===== src/st_mem_pkg.sv =====
// shared codes, base addresses and types for the ST memory multiplexer
// referenced by scoped name from every RTL file

package st_mem_pkg;

	////////////////////////////////////////
	// memory size setting
	////////////////////////////////////////

	typedef enum logic [2:0] {
		MEM_512K = 3'd0,
		MEM_1M   = 3'd1,
		MEM_2M   = 3'd2,
		MEM_4M   = 3'd3,
		MEM_8M   = 3'd4,
		MEM_14M  = 3'd5
	} mem_size_e;

	// host download index, low five bits of the ioctl index
	typedef enum logic [4:0] {
		DL_TOS256 = 5'd0,
		DL_TOS192 = 5'd1,
		DL_CART   = 5'd2,
		DL_CLEAR  = 5'd3,
		DL_CUSTOM = 5'd4
	} dl_index_e;

	// word address covers byte address bits 23..1
	typedef logic [22:0] word_addr_t;
	typedef logic [15:0] mem_word_t;

	// region starts as word addresses
	// E00000, FC0000 and FA0000 in bytes
	localparam word_addr_t BASE_TOS256 = 23'h700000;
	localparam word_addr_t BASE_TOS192 = 23'h7E0000;
	localparam word_addr_t BASE_CART   = 23'h7D0000;

	////////////////////////////////////////
	// bus cycle slots
	////////////////////////////////////////

	localparam logic [1:0] SLOT_PRE     = 2'd0;
	localparam logic [1:0] SLOT_CPU     = 2'd1;
	localparam logic [1:0] SLOT_SHIFTER = 2'd2;
	localparam logic [1:0] SLOT_SPARE   = 2'd3;

endpackage

===== src/mem_port_if.sv =====
// one requester's path toward the memory arbiter
// single-cycle req strobe, other fields valid in that same clock
`timescale 1ns/10ps

interface mem_port_if;

	// request strobe, one clock wide
	logic req;
	// write when high, read otherwise
	logic we;
	st_mem_pkg::word_addr_t addr;
	// upper and lower byte strobes
	logic [1:0] ds;
	// write data
	st_mem_pkg::mem_word_t din;

	// peer that starts accesses
	modport requester (
		output req, we, addr, ds, din
	);

	// arbiter side
	modport grant (
		input req, we, addr, ds, din
	);

endinterface


===== src/st_mem_top.sv =====
// memory side of the ST core: upload loader, chipset RAM window,
// ROM mapper and the slot arbiter on one shared memory port
`timescale 1ns/10ps

module st_mem_top #(
	parameter int unsigned SLOT_DIV = 4
) (
	input  logic                   clk_32,
	input  logic                   xsint,
	// host upload
	input  logic                   ioctl_download_i,
	input  logic                   ioctl_wr_i,
	input  logic [4:0]             ioctl_index_i,
	input  logic [24:0]            ioctl_addr_i,
	input  st_mem_pkg::mem_word_t  ioctl_dout_i,
	// chipset
	input  logic                   ras_n_i,
	input  logic                   we_n_i,
	input  st_mem_pkg::word_addr_t ram_addr_i,
	input  logic                   uds_i,
	input  logic                   lds_i,
	input  st_mem_pkg::mem_word_t  ram_din_i,
	// ROM
	input  logic                   rom_sel_n_i,
	input  logic                   rom2_sel_n_i,
	input  st_mem_pkg::word_addr_t rom_cpu_addr_i,
	output st_mem_pkg::word_addr_t rom_addr_o,
	// configuration
	input  logic [2:0]             mem_size_i,
	input  logic                   turbo_i,
	// memory port
	output logic                   mem_req_o,
	output logic                   mem_we_o,
	output st_mem_pkg::word_addr_t mem_addr_o,
	output logic [1:0]             mem_ds_o,
	output st_mem_pkg::mem_word_t  mem_din_o
);

	logic                   download;
	st_mem_pkg::word_addr_t load_addr;

	mem_port_if loader_port ();
	mem_port_if chipset_port ();

	////////////////////////////////////////
	// requesters
	////////////////////////////////////////

	upload_loader u_loader (
		.clk_32           (clk_32),
		.xsint            (xsint),
		.ioctl_download_i (ioctl_download_i),
		.ioctl_wr_i       (ioctl_wr_i),
		.ioctl_index_i    (ioctl_index_i),
		.ioctl_addr_i     (ioctl_addr_i),
		.ioctl_dout_i     (ioctl_dout_i),
		.download_o       (download),
		.load_addr_o      (load_addr),
		.port             (loader_port.requester)
	);

	ram_window u_window (
		.clk_32     (clk_32),
		.xsint      (xsint),
		.ras_n_i    (ras_n_i),
		.we_n_i     (we_n_i),
		.ram_addr_i (ram_addr_i),
		.uds_i      (uds_i),
		.lds_i      (lds_i),
		.ram_din_i  (ram_din_i),
		.mem_size_i (mem_size_i),
		.port       (chipset_port.requester)
	);

	// ROM side watches the upload address
	rom_mapper u_rom (
		.clk_32         (clk_32),
		.xsint          (xsint),
		.download_i     (download),
		.load_addr_i    (load_addr),
		.rom_sel_n_i    (rom_sel_n_i),
		.rom2_sel_n_i   (rom2_sel_n_i),
		.rom_cpu_addr_i (rom_cpu_addr_i),
		.rom_addr_o     (rom_addr_o)
	);

	mem_arbiter #(
		.SLOT_DIV (SLOT_DIV)
	) u_arb (
		.clk_32     (clk_32),
		.xsint      (xsint),
		.turbo_i    (turbo_i),
		.download_i (download),
		.loader     (loader_port.grant),
		.chipset    (chipset_port.grant),
		.mem_req_o  (mem_req_o),
		.mem_we_o   (mem_we_o),
		.mem_addr_o (mem_addr_o),
		.mem_ds_o   (mem_ds_o),
		.mem_din_o  (mem_din_o)
	);

endmodule


===== src/mem_arbiter.sv =====
// shares the memory port between the upload loader and the chipset
// loader words wait for a CPU slot, chipset requests pass straight on
`timescale 1ns/10ps

module mem_arbiter #(
	parameter int unsigned SLOT_DIV = 4
) (
	input  logic                   clk_32,
	input  logic                   xsint,
	input  logic                   turbo_i,
	input  logic                   download_i,
	mem_port_if.grant              loader,
	mem_port_if.grant              chipset,
	output logic                   mem_req_o,
	output logic                   mem_we_o,
	output st_mem_pkg::word_addr_t mem_addr_o,
	output logic [1:0]             mem_ds_o,
	output st_mem_pkg::mem_word_t  mem_din_o
);

	localparam int unsigned CW = (SLOT_DIV > 1) ? $clog2(SLOT_DIV) : 1;

	logic [CW-1:0]          div_cnt;
	logic [1:0]             slot;
	logic [1:0]             slot_nxt;
	logic                   phase_stb;
	logic                   cpu_nxt;
	logic                   ld_pend;
	logic                   ch_pend;
	logic                   ld_go;
	logic                   ch_new;
	logic                   ld_we, ch_we;
	logic [1:0]             ld_ds, ch_ds;
	st_mem_pkg::word_addr_t ld_addr, ch_addr;
	st_mem_pkg::mem_word_t  ld_din, ch_din;

	////////////////////////////////////////
	// slot timer
	////////////////////////////////////////

	assign phase_stb = (div_cnt == CW'(SLOT_DIV - 1));
	assign slot_nxt  = (slot == st_mem_pkg::SLOT_SPARE) ? st_mem_pkg::SLOT_PRE : slot + 2'd1;
	// turbo lends the shifter slot to the CPU
	assign cpu_nxt   = (slot_nxt == st_mem_pkg::SLOT_CPU) ||
	                   (turbo_i && slot_nxt == st_mem_pkg::SLOT_SHIFTER);

	assign ld_go  = ld_pend & phase_stb & cpu_nxt;
	// chipset is shut out while the host uploads
	assign ch_new = chipset.req & ~download_i;

	always_ff @(posedge clk_32 or negedge xsint) begin
		if (!xsint) begin
			div_cnt    <= '0;
			slot       <= st_mem_pkg::SLOT_PRE;
			ld_pend    <= 1'b0;
			ch_pend    <= 1'b0;
			mem_req_o  <= 1'b0;
			mem_we_o   <= 1'b0;
			mem_addr_o <= '0;
			mem_ds_o   <= '0;
			mem_din_o  <= '0;
		end else begin
			div_cnt   <= phase_stb ? '0 : div_cnt + 1'b1;
			mem_req_o <= 1'b0;
			if (phase_stb)
				slot <= slot_nxt;
			// loader wins the slot, a colliding chipset access waits a clock
			if (ld_go) begin
				ld_pend    <= 1'b0;
				ch_pend    <= ch_pend | ch_new;
				mem_req_o  <= 1'b1;
				mem_we_o   <= ld_we;
				mem_addr_o <= ld_addr;
				mem_ds_o   <= ld_ds;
				mem_din_o  <= ld_din;
			end else if (ch_new) begin
				mem_req_o  <= 1'b1;
				mem_we_o   <= chipset.we;
				mem_addr_o <= chipset.addr;
				mem_ds_o   <= chipset.ds;
				mem_din_o  <= chipset.din;
			end else if (ch_pend) begin
				ch_pend    <= 1'b0;
				mem_req_o  <= 1'b1;
				mem_we_o   <= ch_we;
				mem_addr_o <= ch_addr;
				mem_ds_o   <= ch_ds;
				mem_din_o  <= ch_din;
			end
			if (loader.req)
				ld_pend <= 1'b1;
		end
	end

	// pending entries, one per requester
	always_ff @(posedge clk_32) begin
		if (loader.req) begin
			ld_we   <= loader.we;
			ld_addr <= loader.addr;
			ld_ds   <= loader.ds;
			ld_din  <= loader.din;
		end
		if (ch_new) begin
			ch_we   <= chipset.we;
			ch_addr <= chipset.addr;
			ch_ds   <= chipset.ds;
			ch_din  <= chipset.din;
		end
	end

endmodule


===== src/rom_mapper.sv =====
// ROM address remap, follows whether a 192K TOS was uploaded
// the ROM2 window goes to E00000 or FC0000 accordingly
`timescale 1ns/10ps

module rom_mapper (
	input  logic                   clk_32,
	input  logic                   xsint,
	input  logic                   download_i,
	input  st_mem_pkg::word_addr_t load_addr_i,
	input  logic                   rom_sel_n_i,
	input  logic                   rom2_sel_n_i,
	input  st_mem_pkg::word_addr_t rom_cpu_addr_i,
	output st_mem_pkg::word_addr_t rom_addr_o
);

	logic tos192k;
	logic rom2_hit;

	// upload address decides the TOS flavour
	// FC0000 and up sets, E00000 range clears
	always_ff @(posedge clk_32 or negedge xsint) begin
		if (!xsint) begin
			tos192k <= 1'b0;
		end else if (download_i) begin
			if (load_addr_i[22:17] == st_mem_pkg::BASE_TOS192[22:17])
				tos192k <= 1'b1;
			else if (load_addr_i[22:19] == st_mem_pkg::BASE_TOS256[22:19])
				tos192k <= 1'b0;
		end
	end

	// ROM2 is one of the ROM selects
	assign rom2_hit = ~rom_sel_n_i & ~rom2_sel_n_i;

	// keep the low 128K words, swap the region prefix
	assign rom_addr_o = !rom2_hit ? rom_cpu_addr_i :
	                    tos192k   ? {st_mem_pkg::BASE_TOS192[22:17], rom_cpu_addr_i[16:0]} :
	                                {st_mem_pkg::BASE_TOS256[22:17], rom_cpu_addr_i[16:0]};

endmodule


===== src/ram_window.sv =====
// chipset RAM access: row strobe fall starts a request
// refresh and addresses outside the configured size are dropped
`timescale 1ns/10ps

module ram_window (
	input  logic                   clk_32,
	input  logic                   xsint,
	input  logic                   ras_n_i,
	input  logic                   we_n_i,
	input  st_mem_pkg::word_addr_t ram_addr_i,
	input  logic                   uds_i,
	input  logic                   lds_i,
	input  st_mem_pkg::mem_word_t  ram_din_i,
	input  logic [2:0]             mem_size_i,
	mem_port_if.requester          port
);

	logic                   ras_q;
	logic                   req_q;
	logic                   in_window;
	logic                   ras_fall;
	logic                   we_q;
	logic [1:0]             ds_q;
	st_mem_pkg::word_addr_t addr_q;
	st_mem_pkg::mem_word_t  din_q;

	assign ras_fall = ras_q & ~ras_n_i;

	////////////////////////////////////////
	// size window
	////////////////////////////////////////

	// word bit 22 is byte bit 23
	always_comb begin
		case (mem_size_i)
			st_mem_pkg::MEM_512K: in_window = (ram_addr_i[22:18] == '0);
			st_mem_pkg::MEM_1M:   in_window = (ram_addr_i[22:19] == '0);
			st_mem_pkg::MEM_2M:   in_window = (ram_addr_i[22:20] == '0);
			st_mem_pkg::MEM_4M:   in_window = (ram_addr_i[22:21] == '0);
			st_mem_pkg::MEM_8M:   in_window = ~ram_addr_i[22];
			// below C00000 plus C00000..DFFFFF
			st_mem_pkg::MEM_14M:  in_window = (ram_addr_i[22:20] != 3'b111);
			default:              in_window = 1'b0;
		endcase
	end

	// address zero on a row strobe means refresh
	always_ff @(posedge clk_32 or negedge xsint) begin
		if (!xsint) begin
			ras_q <= 1'b1;
			req_q <= 1'b0;
		end else begin
			ras_q <= ras_n_i;
			req_q <= ras_fall & (|ram_addr_i) & in_window;
		end
	end

	// access fields captured with the strobe
	always_ff @(posedge clk_32) begin
		if (ras_fall) begin
			we_q   <= ~we_n_i;
			ds_q   <= {uds_i, lds_i};
			addr_q <= ram_addr_i;
			din_q  <= ram_din_i;
		end
	end

	assign port.req  = req_q;
	assign port.we   = we_q;
	assign port.addr = addr_q;
	assign port.ds   = ds_q;
	assign port.din  = din_q;

endmodule


===== src/upload_loader.sv =====
// host upload path: turns download strobes into byte-swapped word writes
// base address from the download index, or a custom pointer for index 4
`timescale 1ns/10ps

module upload_loader (
	input  logic                   clk_32,
	input  logic                   xsint,
	input  logic                   ioctl_download_i,
	input  logic                   ioctl_wr_i,
	input  logic [4:0]             ioctl_index_i,
	input  logic [24:0]            ioctl_addr_i,
	input  st_mem_pkg::mem_word_t  ioctl_dout_i,
	output logic                   download_o,
	output st_mem_pkg::word_addr_t load_addr_o,
	mem_port_if.requester          port
);

	logic                   dl_q;
	logic                   req_q;
	st_mem_pkg::word_addr_t addr_q;
	st_mem_pkg::word_addr_t base;
	st_mem_pkg::mem_word_t  data_q;
	logic                   start;
	logic                   wr_hit;
	logic                   ptr_word;

	// rising edge of the download level
	assign start  = ioctl_download_i & ~dl_q;
	assign wr_hit = ioctl_wr_i & ioctl_download_i;

	// first two words of a custom upload carry the pointer
	assign ptr_word = (ioctl_index_i == st_mem_pkg::DL_CUSTOM) &&
	                  (ioctl_addr_i[24:2] == '0);

	always_comb begin
		case (ioctl_index_i)
			st_mem_pkg::DL_TOS256: base = st_mem_pkg::BASE_TOS256;
			st_mem_pkg::DL_TOS192: base = st_mem_pkg::BASE_TOS192;
			st_mem_pkg::DL_CART:   base = st_mem_pkg::BASE_CART;
			// clear memory and unknown indexes start at zero
			default:               base = '0;
		endcase
	end

	////////////////////////////////////////
	// address tracking
	////////////////////////////////////////

	always_ff @(posedge clk_32 or negedge xsint) begin
		if (!xsint) begin
			dl_q   <= 1'b0;
			req_q  <= 1'b0;
			addr_q <= '0;
		end else begin
			dl_q  <= ioctl_download_i;
			req_q <= 1'b0;
			// one word below base, first write pre-increments
			if (start && ioctl_index_i != st_mem_pkg::DL_CUSTOM)
				addr_q <= base - 1'b1;
			if (wr_hit) begin
				if (ptr_word) begin
					// low word first, then high bits
					// byte bit 24 lies outside the word address
					if (ioctl_addr_i == '0)
						addr_q[15:0] <= ioctl_dout_i;
					else
						addr_q <= {ioctl_dout_i[6:0], addr_q[15:0]} - 1'b1;
				end else begin
					addr_q <= addr_q + 1'b1;
					req_q  <= 1'b1;
				end
			end
		end
	end

	// host sends little endian words
	always_ff @(posedge clk_32) begin
		if (wr_hit && !ptr_word)
			data_q <= {ioctl_dout_i[7:0], ioctl_dout_i[15:8]};
	end

	assign download_o  = dl_q;
	assign load_addr_o = addr_q;

	// always a full word write
	assign port.req  = req_q;
	assign port.we   = 1'b1;
	assign port.addr = addr_q;
	assign port.ds   = 2'b11;
	assign port.din  = data_q;

endmodule


===== config.mk =====
export PLATFORM = sky130hd
export DESIGN_NAME = st_mem_top
export DESIGN_NICKNAME = d
export VERILOG_FILES = /design/src/st_mem_pkg.sv /design/src/mem_port_if.sv /design/src/st_mem_top.sv /design/src/mem_arbiter.sv /design/src/rom_mapper.sv /design/src/ram_window.sv /design/src/upload_loader.sv
export SDC_FILE = /design/constraint.sdc
export NUM_CORES = 1
export LEC_CHECK = 0
export BUFFER_PORTS_ARGS = -buffer_cell sky130_fd_sc_hd__buf_4
export CAP_MARGIN = 10
export CELL_PAD_IN_SITES_DETAIL_PLACEMENT = 1
export CELL_PAD_IN_SITES_GLOBAL_PLACEMENT = 1
export CORE_UTILIZATION = 44
export DETAILED_ROUTE_END_ITERATION = 16
export GPL_TIMING_DRIVEN = 0
export PLACE_DENSITY_LB_ADDON = 0.1
export SETUP_SLACK_MARGIN = 0.2
export SYNTH_ARGS = -nofsm -noshare
export SYNTH_HDL_FRONTEND = slang
export SYNTH_SLANG_ARGS = --single-unit
export TNS_END_PERCENT = 1

===== constraint.sdc =====
create_clock -name clk_32 -period 3.85 [get_ports clk_32]
set_input_delay 0.1925 -clock clk_32 [delete_from_list [all_inputs] [get_ports clk_32]]
set_output_delay 0.1925 -clock clk_32 [all_outputs]
set_load 0.01 [all_outputs]

==> flow_metrics.tcl, run 1 <==
set metrics [dict create \
    row_count 53 \
    core_area_mm2 0.0210 \
    endpoint_kind "flop" \
    wire_per_inst_um 23.1 \
    start_util_pct 44.9 \
    cp_cell_sequence "inv_1 > ha_1 > nor3b_1 > or4b_1 > buf_2 > nor4b_4 > xor2_1 > nand4_1 > o211ai_2" \
    rrSetupSlack_ns 0.36 \
    drive_gt1_share_pct 24.2 \
    final_nets 1167 \
    fmax_mhz 286 \
    viasPerCell 5.81 \
    drtAntennaViolNets 0 \
    min_from "turbo_i" \
    grt_max_degree 78 \
    clk_latency_ns 0.54 \
    hpwl_um 20700 \
    r2r_end "u_loader.load_addr_o[22]" \
    cts_tree "built" \
    ys_types 69 \
    synth_area_mm2 0.00944 \
    synth_edf_count 139 \
    die_h_um 148 \
    grt_pass1_vias 8137 \
    p_leak_nw 4.68 \
    crit_required_ns 4.29 \
    grt_util_met2_pct 48.3 \
    cts.sinks 216 \
    yosysMostFrequentCell "edfxtp_1" \
    worstSetupPathType "flop to flop" \
    synth.top_cell.area_share_pct 44.2 \
    critPathBufInv 2 \
    grt_use_met3_pct 3.83 \
    power_mw 6.21 \
    min_to "u_arb.ld_pend" \
    hold_path_class "input port to flop" \
    gp_congestion 0.859 \
    synthTopCellsByCount "edfxtp_1 (139), nand2_1 (83), dfrtp_1 (76)" \
    setup_tns_ns 0 \
    min_path_cells 4 \
    outcome "finished, final reports clean" \
    skew_ns 0.0182 \
    setup_viol 0 \
    vias 7728 \
    tightest_slew_ns 1.15 \
    met1_usage_pct 37.2 \
    drtIter0Drc 484 \
    avgSynthCellArea_um2 12.2 \
    cp.arrival_ns 3.94 \
    syn_nets 905 \
    relSlewSlack_pct 23.1 \
    wl_um 30700 \
    io_pins 188 \
    rr_startpoint "u_loader.load_addr_o[0]" \
    hold_violations 0 \
    cts-htree-levels 1 \
    cts_buffers 23 \
    peakVddDrop_v 0.000270 \
    grt_busiest_layer "met2" \
    max_cap_viol_count 0 \
    drc 0 \
    cp_max_fo 7 \
    period_share_pct 90.7 \
    min_period_ns 3.49 \
    start_kind "flop" \
    regArea_mm2 0.00610 \
    area_growth_syn_to_layout_pct 31.8 \
    grt_overflow_total 0 \
    cpPeakStageDelay_ns 0.92 \
    fp.dieW_um 148 \
    cts-root-buf "clkbuf_16" \
    multi_input_area_mm2 0.00294 \
    ys_seq_elements 216 \
    slowest_stage "nor3b_1" \
    reg2reg_depth 9 \
    nFillCells 2198 \
    rsz0062_at_grt "false" \
    cts_resized 0 \
    fin_util_pct 59.2 \
    design.die.area_mm2 0.0221 \
    power_density_mw_per_mm2 499 \
    diodes 0 \
    antenna_found_initial 0 \
    postSynthCellCount 776 \
    seq_area_frac_synth_pct 64.6 \
    worstSetupStartpoint "u_loader.load_addr_o[0]" \
    grt_pass1_wl_um 47000 \
    track_usage_pct 28.2 \
    yosys.area.top_type "edfxtp_1" \
    yosys_warnings 0 \
    synth_ff_type "edfxtp_1" \
    port_buffers 170 \
    critPathTopFamily "simple AND/OR/NAND/NOR gates" \
    clockBufferDepth 3 \
    firstDrtPassIters 5 \
    synth_area_leaders "edfxtp_1 (44%), dfrtp_1 (20%), a221o_1 (4.1%), nand2_1 (3.3%), a21oi_1 (3.1%)" \
    clkSlewWorstSetupHoldPaths_ns 0.07 \
    synthArstFlopShare_pct 35.6 \
    drv_slew 0 \
]
## tightest hold or removal path, cell delays in order
cell and delay, ns:
buf_4 0.08, a21oi_1 0.06, nor2b_1 0.20, o21bai_1 0.09
## repair_timing
item	4_1_cts	5_1_grt
hold buffers	63	0
buffers inserted	0	0
endpoints found under the hold margin	137	0
## per-stage QoR
step	instance area (um2)	setup slack, ns	hold slack (ns)	cells
2_1_floorplan	9440	0.871	-0.103	776
3_3_place_gp	11100	-0.452	0.310	1221
3_5_place_dp	11100	0.534	0.331	1225
4_1_cts	12400	0.451	0.0334	1330
5_1_grt	12400	0.307	0.127	1330
6_report	12400	0.357	0.127	1330
## cell families after synthesis
kind of cell / share of synthesized area (%)
XOR/XNOR: 2.04
adder cells (fa/ha/maj): 0.927
AND/OR/NAND/NOR: 13.9
multiplexers: 0.636
AO/OA/AOI/OAI: 13.6
buffers and inverters: 4.28
flip-flops: 64.6
## cell type report
cell class / instances / area share (%)
clock inverters: 14 / 0.674
multi-input cells: 474 / 23.7
plain buffers: 71 / 2.81
flip-flops and latches: 216 / 49.1
clock buffers: 28 / 4.86
well taps: 275 / 2.77
inverters: 15 / 0.453
repair buffers: 237 / 15.7
## routing by layer
layer | routed length (um) | vias up
met4 | 695 | 0
met5 | 0 | -
li1 | - | 3459
met3 | 1470 | 46
met2 | 15700 | 277
met1 | 12800 | 3946
## cells in the final DEF (no fill, tap or decap), types with 4 or more instances in the layout
cell           count
buf_4            187
edfxtp_1         139
nand2_1           83
dfrtp_1           75
dlygate4sd3_1     63
a21oi_1           59
nand3_1           52
clkbuf_1          47
a221o_1           39
nor2_1            33
o21ai_0           32
clkbuf_16         23
nor4_1            18
inv_1             13
nor3_1            12
xor2_1            12
nand4_1           11
buf_2             10
xnor2_1           10
clkinv_2           9
ha_1               7
or2_2              6
mux2i_1            6
or4_1              5
clkinv_1           4
o221ai_1           4
and3_1             4
a31oi_1            4
o211ai_1           4
a22oi_1            4
## worst max path at each step
stage                          endpoint  cells after the start
3_5_place_dp   u_loader.load_addr_o[22]                      9
6_report       u_loader.load_addr_o[22]                      9
5_1_grt        u_loader.load_addr_o[22]                      9
4_1_cts        u_loader.load_addr_o[22]                      9
2_1_floorplan         u_window.port.req                      3
3_3_place_gp          u_window.port.req                      3
## sequential cells by signal, summed over array words and instances, names as in the netlist, 16 cells and up
register and cells:
u_arb.mem_addr_o 23, u_arb.ch_din 16, u_loader.load_addr_o 23, u_loader.port.din 16
u_window.port.din 16, u_arb.mem_din_o 16, u_arb.ld_din 16, u_arb.ld_addr 23
u_window.port.addr 23, u_arb.ch_addr 23
## report_power, final
part / internal [mW] / leakage (nW) / switching [mW] / total, mW
clock: 1.13 / 0.345 / 0.933 / 2.06
combinational: 0.556 / 2.21 / 0.646 / 1.20
sequential: 2.74 / 2.13 / 0.210 / 2.95
Note: power is estimated with default switching activity, not from simulation.
==> run 2, diff against run 1 <==
--- a/config.mk
+++ b/config.mk
@@ -9,12 +9,13 @@
 export CAP_MARGIN = 10
 export CELL_PAD_IN_SITES_DETAIL_PLACEMENT = 1
 export CELL_PAD_IN_SITES_GLOBAL_PLACEMENT = 1
-export CORE_UTILIZATION = 44
+export CORE_UTILIZATION = 46
 export DETAILED_ROUTE_END_ITERATION = 16
 export GPL_TIMING_DRIVEN = 0
 export PLACE_DENSITY_LB_ADDON = 0.1
 export SETUP_SLACK_MARGIN = 0.2
 export SYNTH_ARGS = -nofsm -noshare
 export SYNTH_HDL_FRONTEND = slang
+export SYNTH_HIERARCHICAL = 1
 export SYNTH_SLANG_ARGS = --single-unit
 export TNS_END_PERCENT = 1
==> run 2 against run 1 <==
  * Sequential cell count rose by 3
  * Clock skew rose by 0.011 ns
  * Synthesized cell count fell by 3.7%
  * Global-route usage rose by 0.64 points
  * Via count fell by 5.0%
  * Hold slack improved by 0.095 ns
  * Sequential share of layout area fell by 3.0 points
  * Die area rose by 3.9%
  * Final cell count fell by 1.4%
  * Critical path type unchanged
  * Largest cell class unchanged
  * Largest power group unchanged
==> flow_metrics.tcl, run 2 <==
set metrics [dict create \
    outcome "finished, final reports clean" \
    hold_buffers 64 \
    clk_latency_ns 0.53 \
    place_ws_ns 0.973 \
    io_pins 188 \
    skew_ns 0.0288 \
    combPwrFrac_pct 23.6 \
    fmax_mhz 323 \
    design.die.area_mm2 0.0229 \
    die_h_um 151 \
    layout_commonest_cell "buf_4" \
    grt_pass1_wl_um 48600 \
    start_util_pct 47.0 \
    power_density_mw_per_mm2 530 \
    fp.dieW_um 151 \
    final_nets 1141 \
    cp_max_fo 10 \
    rsz0062_at_grt "false" \
    p_leak_nw 5.20 \
    cts_buffers 24 \
    area_growth_syn_to_layout_pct 30.9 \
    layout_common_cells "buf_4 (215), edfxtp_1 (142), mux2_2 (88), dfrtp_1 (75), dlygate4sd3_1 (64)" \
    power_mw 7.12 \
    drive_gt1_share_pct 41.2 \
    cts-htree-levels 1 \
    yosysMostFrequentCell "edfxtp_1" \
    clockBufferDepth 3 \
    drv_slew 0 \
    cts.sinks 219 \
    rrSetupSlack_ns 0.75 \
    yosys.area.top_type "edfxtp_1" \
    p_int_mw 5.05 \
    core_area_mm2 0.0218 \
    vias 7343 \
    switching_share_pct 29.0 \
    period_share_pct 80.5 \
    cts-root-buf "clkbuf_16" \
    hold_path_class "input port to flop" \
    drtIter0Drc 449 \
    regArea_mm2 0.00619 \
    grt_max_degree 78 \
    avgSynthCellArea_um2 13.7 \
    synth_ff_type "edfxtp_1" \
    synthArstFlopShare_pct 35.2 \
    ys_types 62 \
    min_path_cells 4 \
    grt_pass1_vias 8093 \
    yosys_warnings 6 \
    peakVddDrop_v 0.000365 \
    firstDrtPassIters 5 \
    row_count 54 \
    post-cts-setup-buffer-count 0 \
    hpwl_um 21500 \
    cts_resized 0 \
    relSlewSlack_pct 23.3 \
    pwr-share-clk_pct 34.3 \
    drc 0 \
    ys_seq_elements 219 \
    gp_congestion 0.859 \
    synth_area_leaders "edfxtp_1 (42%), dfrtp_1 (19%), mux2_2 (9.7%), mux2_4 (5.6%), buf_4 (3.3%)" \
    track_usage_pct 28.9 \
    hold_violations 0 \
    start_kind "flop" \
    setup_tns_ns 0 \
    synthTopCellsByCount "edfxtp_1 (142), mux2_2 (88), dfrtp_1 (76)" \
    viasPerCell 5.60 \
    fin_area_mm2 0.0134 \
    drtAntennaViolNets 0 \
    nFillCells 2166 \
    reg2reg_depth 6 \
    max_cap_viol_count 0 \
    seq_area_frac_synth_pct 60.3 \
    synth_area_mm2 0.0103 \
    wire_per_inst_um 24.9 \
    min_period_ns 3.10 \
    grt_overflow_total 0 \
    clkSlewWorstSetupHoldPaths_ns 0.08 \
    synth_edf_count 142 \
    crit_required_ns 4.25 \
    wl_um 32700 \
    setup_viol 0 \
    switching_power_mw 2.06 \
    postSynthCellCount 747 \
    endpoint_kind "flop" \
    setup_slack_ns 0.749 \
    cts_tree "built" \
    tightest_slew_ns 1.15 \
    cp.arrival_ns 3.50 \
    placedInstanceArea_mm2 0.0120 \
    fin_cells 1311 \
    port_buffers 170 \
    multi_input_area_mm2 0.00350 \
    dp_cells 1202 \
    worstSetupPathType "flop to flop" \
    antenna_found_initial 0 \
    seqPwrFrac_pct 42.1 \
    synth.top_cell.area_share_pct 41.5 \
]
[run 2: cell count changes in the layout (fill, tap and decap cells not counted), sizes merged, moves of 9 or more]
cell    change
clkbuf     -24
o21ai      -17
nor3        +9
buf        +33
mux2      +126
nand2      -49
nand3      -33
a221o      -39
a21oi      -28
[run 2: cell families after synthesis]
logic type	after synthesis	synth area share, %
flops	219	60.3
simple gates	182	9.51
mux	133	15.9
compound gates	92	5.78
buf+inv	91	5.71
xor+xnor	21	1.79
fa+ha+maj	8	0.951
other cells	1	0.0365
[run 2: final cells by class]
| cell class | instances | area share [%] |
|---|---|---|
| Buffer | 80 | 4.06 |
| Multi-Input combinational cell | 439 | 26.1 |
| Timing Repair Buffer | 237 | 14.7 |
| Tap cell | 280 | 2.61 |
| Clock inverter | 15 | 1.23 |
| Sequential cell | 219 | 46.1 |
| Antenna cell | 1 | 0.0186 |
| Clock buffer | 29 | 4.92 |
| Inverter | 11 | 0.307 |
[run 2: path summary, 6_finish.rpt]
path / from / endpoint
setup / recovery: u_loader/load_addr_o[3] / u_loader/load_addr_o[19]
hold / removal: ioctl_index_i[0] / u_loader/load_addr_o[16]
setup reg to reg: u_loader/load_addr_o[3] / u_loader/load_addr_o[19]
hold reg to reg: u_loader/port.din[10] / u_arb/ld_din[10]
max in group asynchronous: xsint / u_loader/port.req
min in group asynchronous: xsint / u_arb/mem_addr_o[2]
[run 2: routing by layer]
layer / wire length, um / up-vias / GRT usage, %
li1: - / 3290 / -
met1: 13500 / 3713 / 36.6
met2: 16700 / 299 / 51.8
met3: 1870 / 41 / 4.04
met4: 602 / 0 / 6.75
met5: 0 / - / 0
[run 2: per-stage QoR]
step / hold slack (ns) / util (%)
floorplan: -0.103 / -
finish: 0.222 / 61.6
global route: 0.229 / 61.6
detailed placement: 0.328 / 54.8
CTS: 0.201 / 61.6
global placement: 0.310 / 54.5
[run 2: power by group through the flow]
stage	registers, mW	clock network (mW)	logic, mW
global route	3.02	2.56	1.81
detailed placement	3.03	0	1.59
floorplan	2.99	0	0.981
global placement	3.03	0	1.53
CTS	2.99	2.43	1.66
finish	3.00	2.44	1.68
[run 2: critical path, cell delays in order (launching register included)]
cell and delay, ns:
dfrtp_1 0.41, clkbuf_1 0.40, nand3_1 0.34, nor4_1 1.02, nand4_1 0.28, o31a_1 0.32
o22a_1 0.19
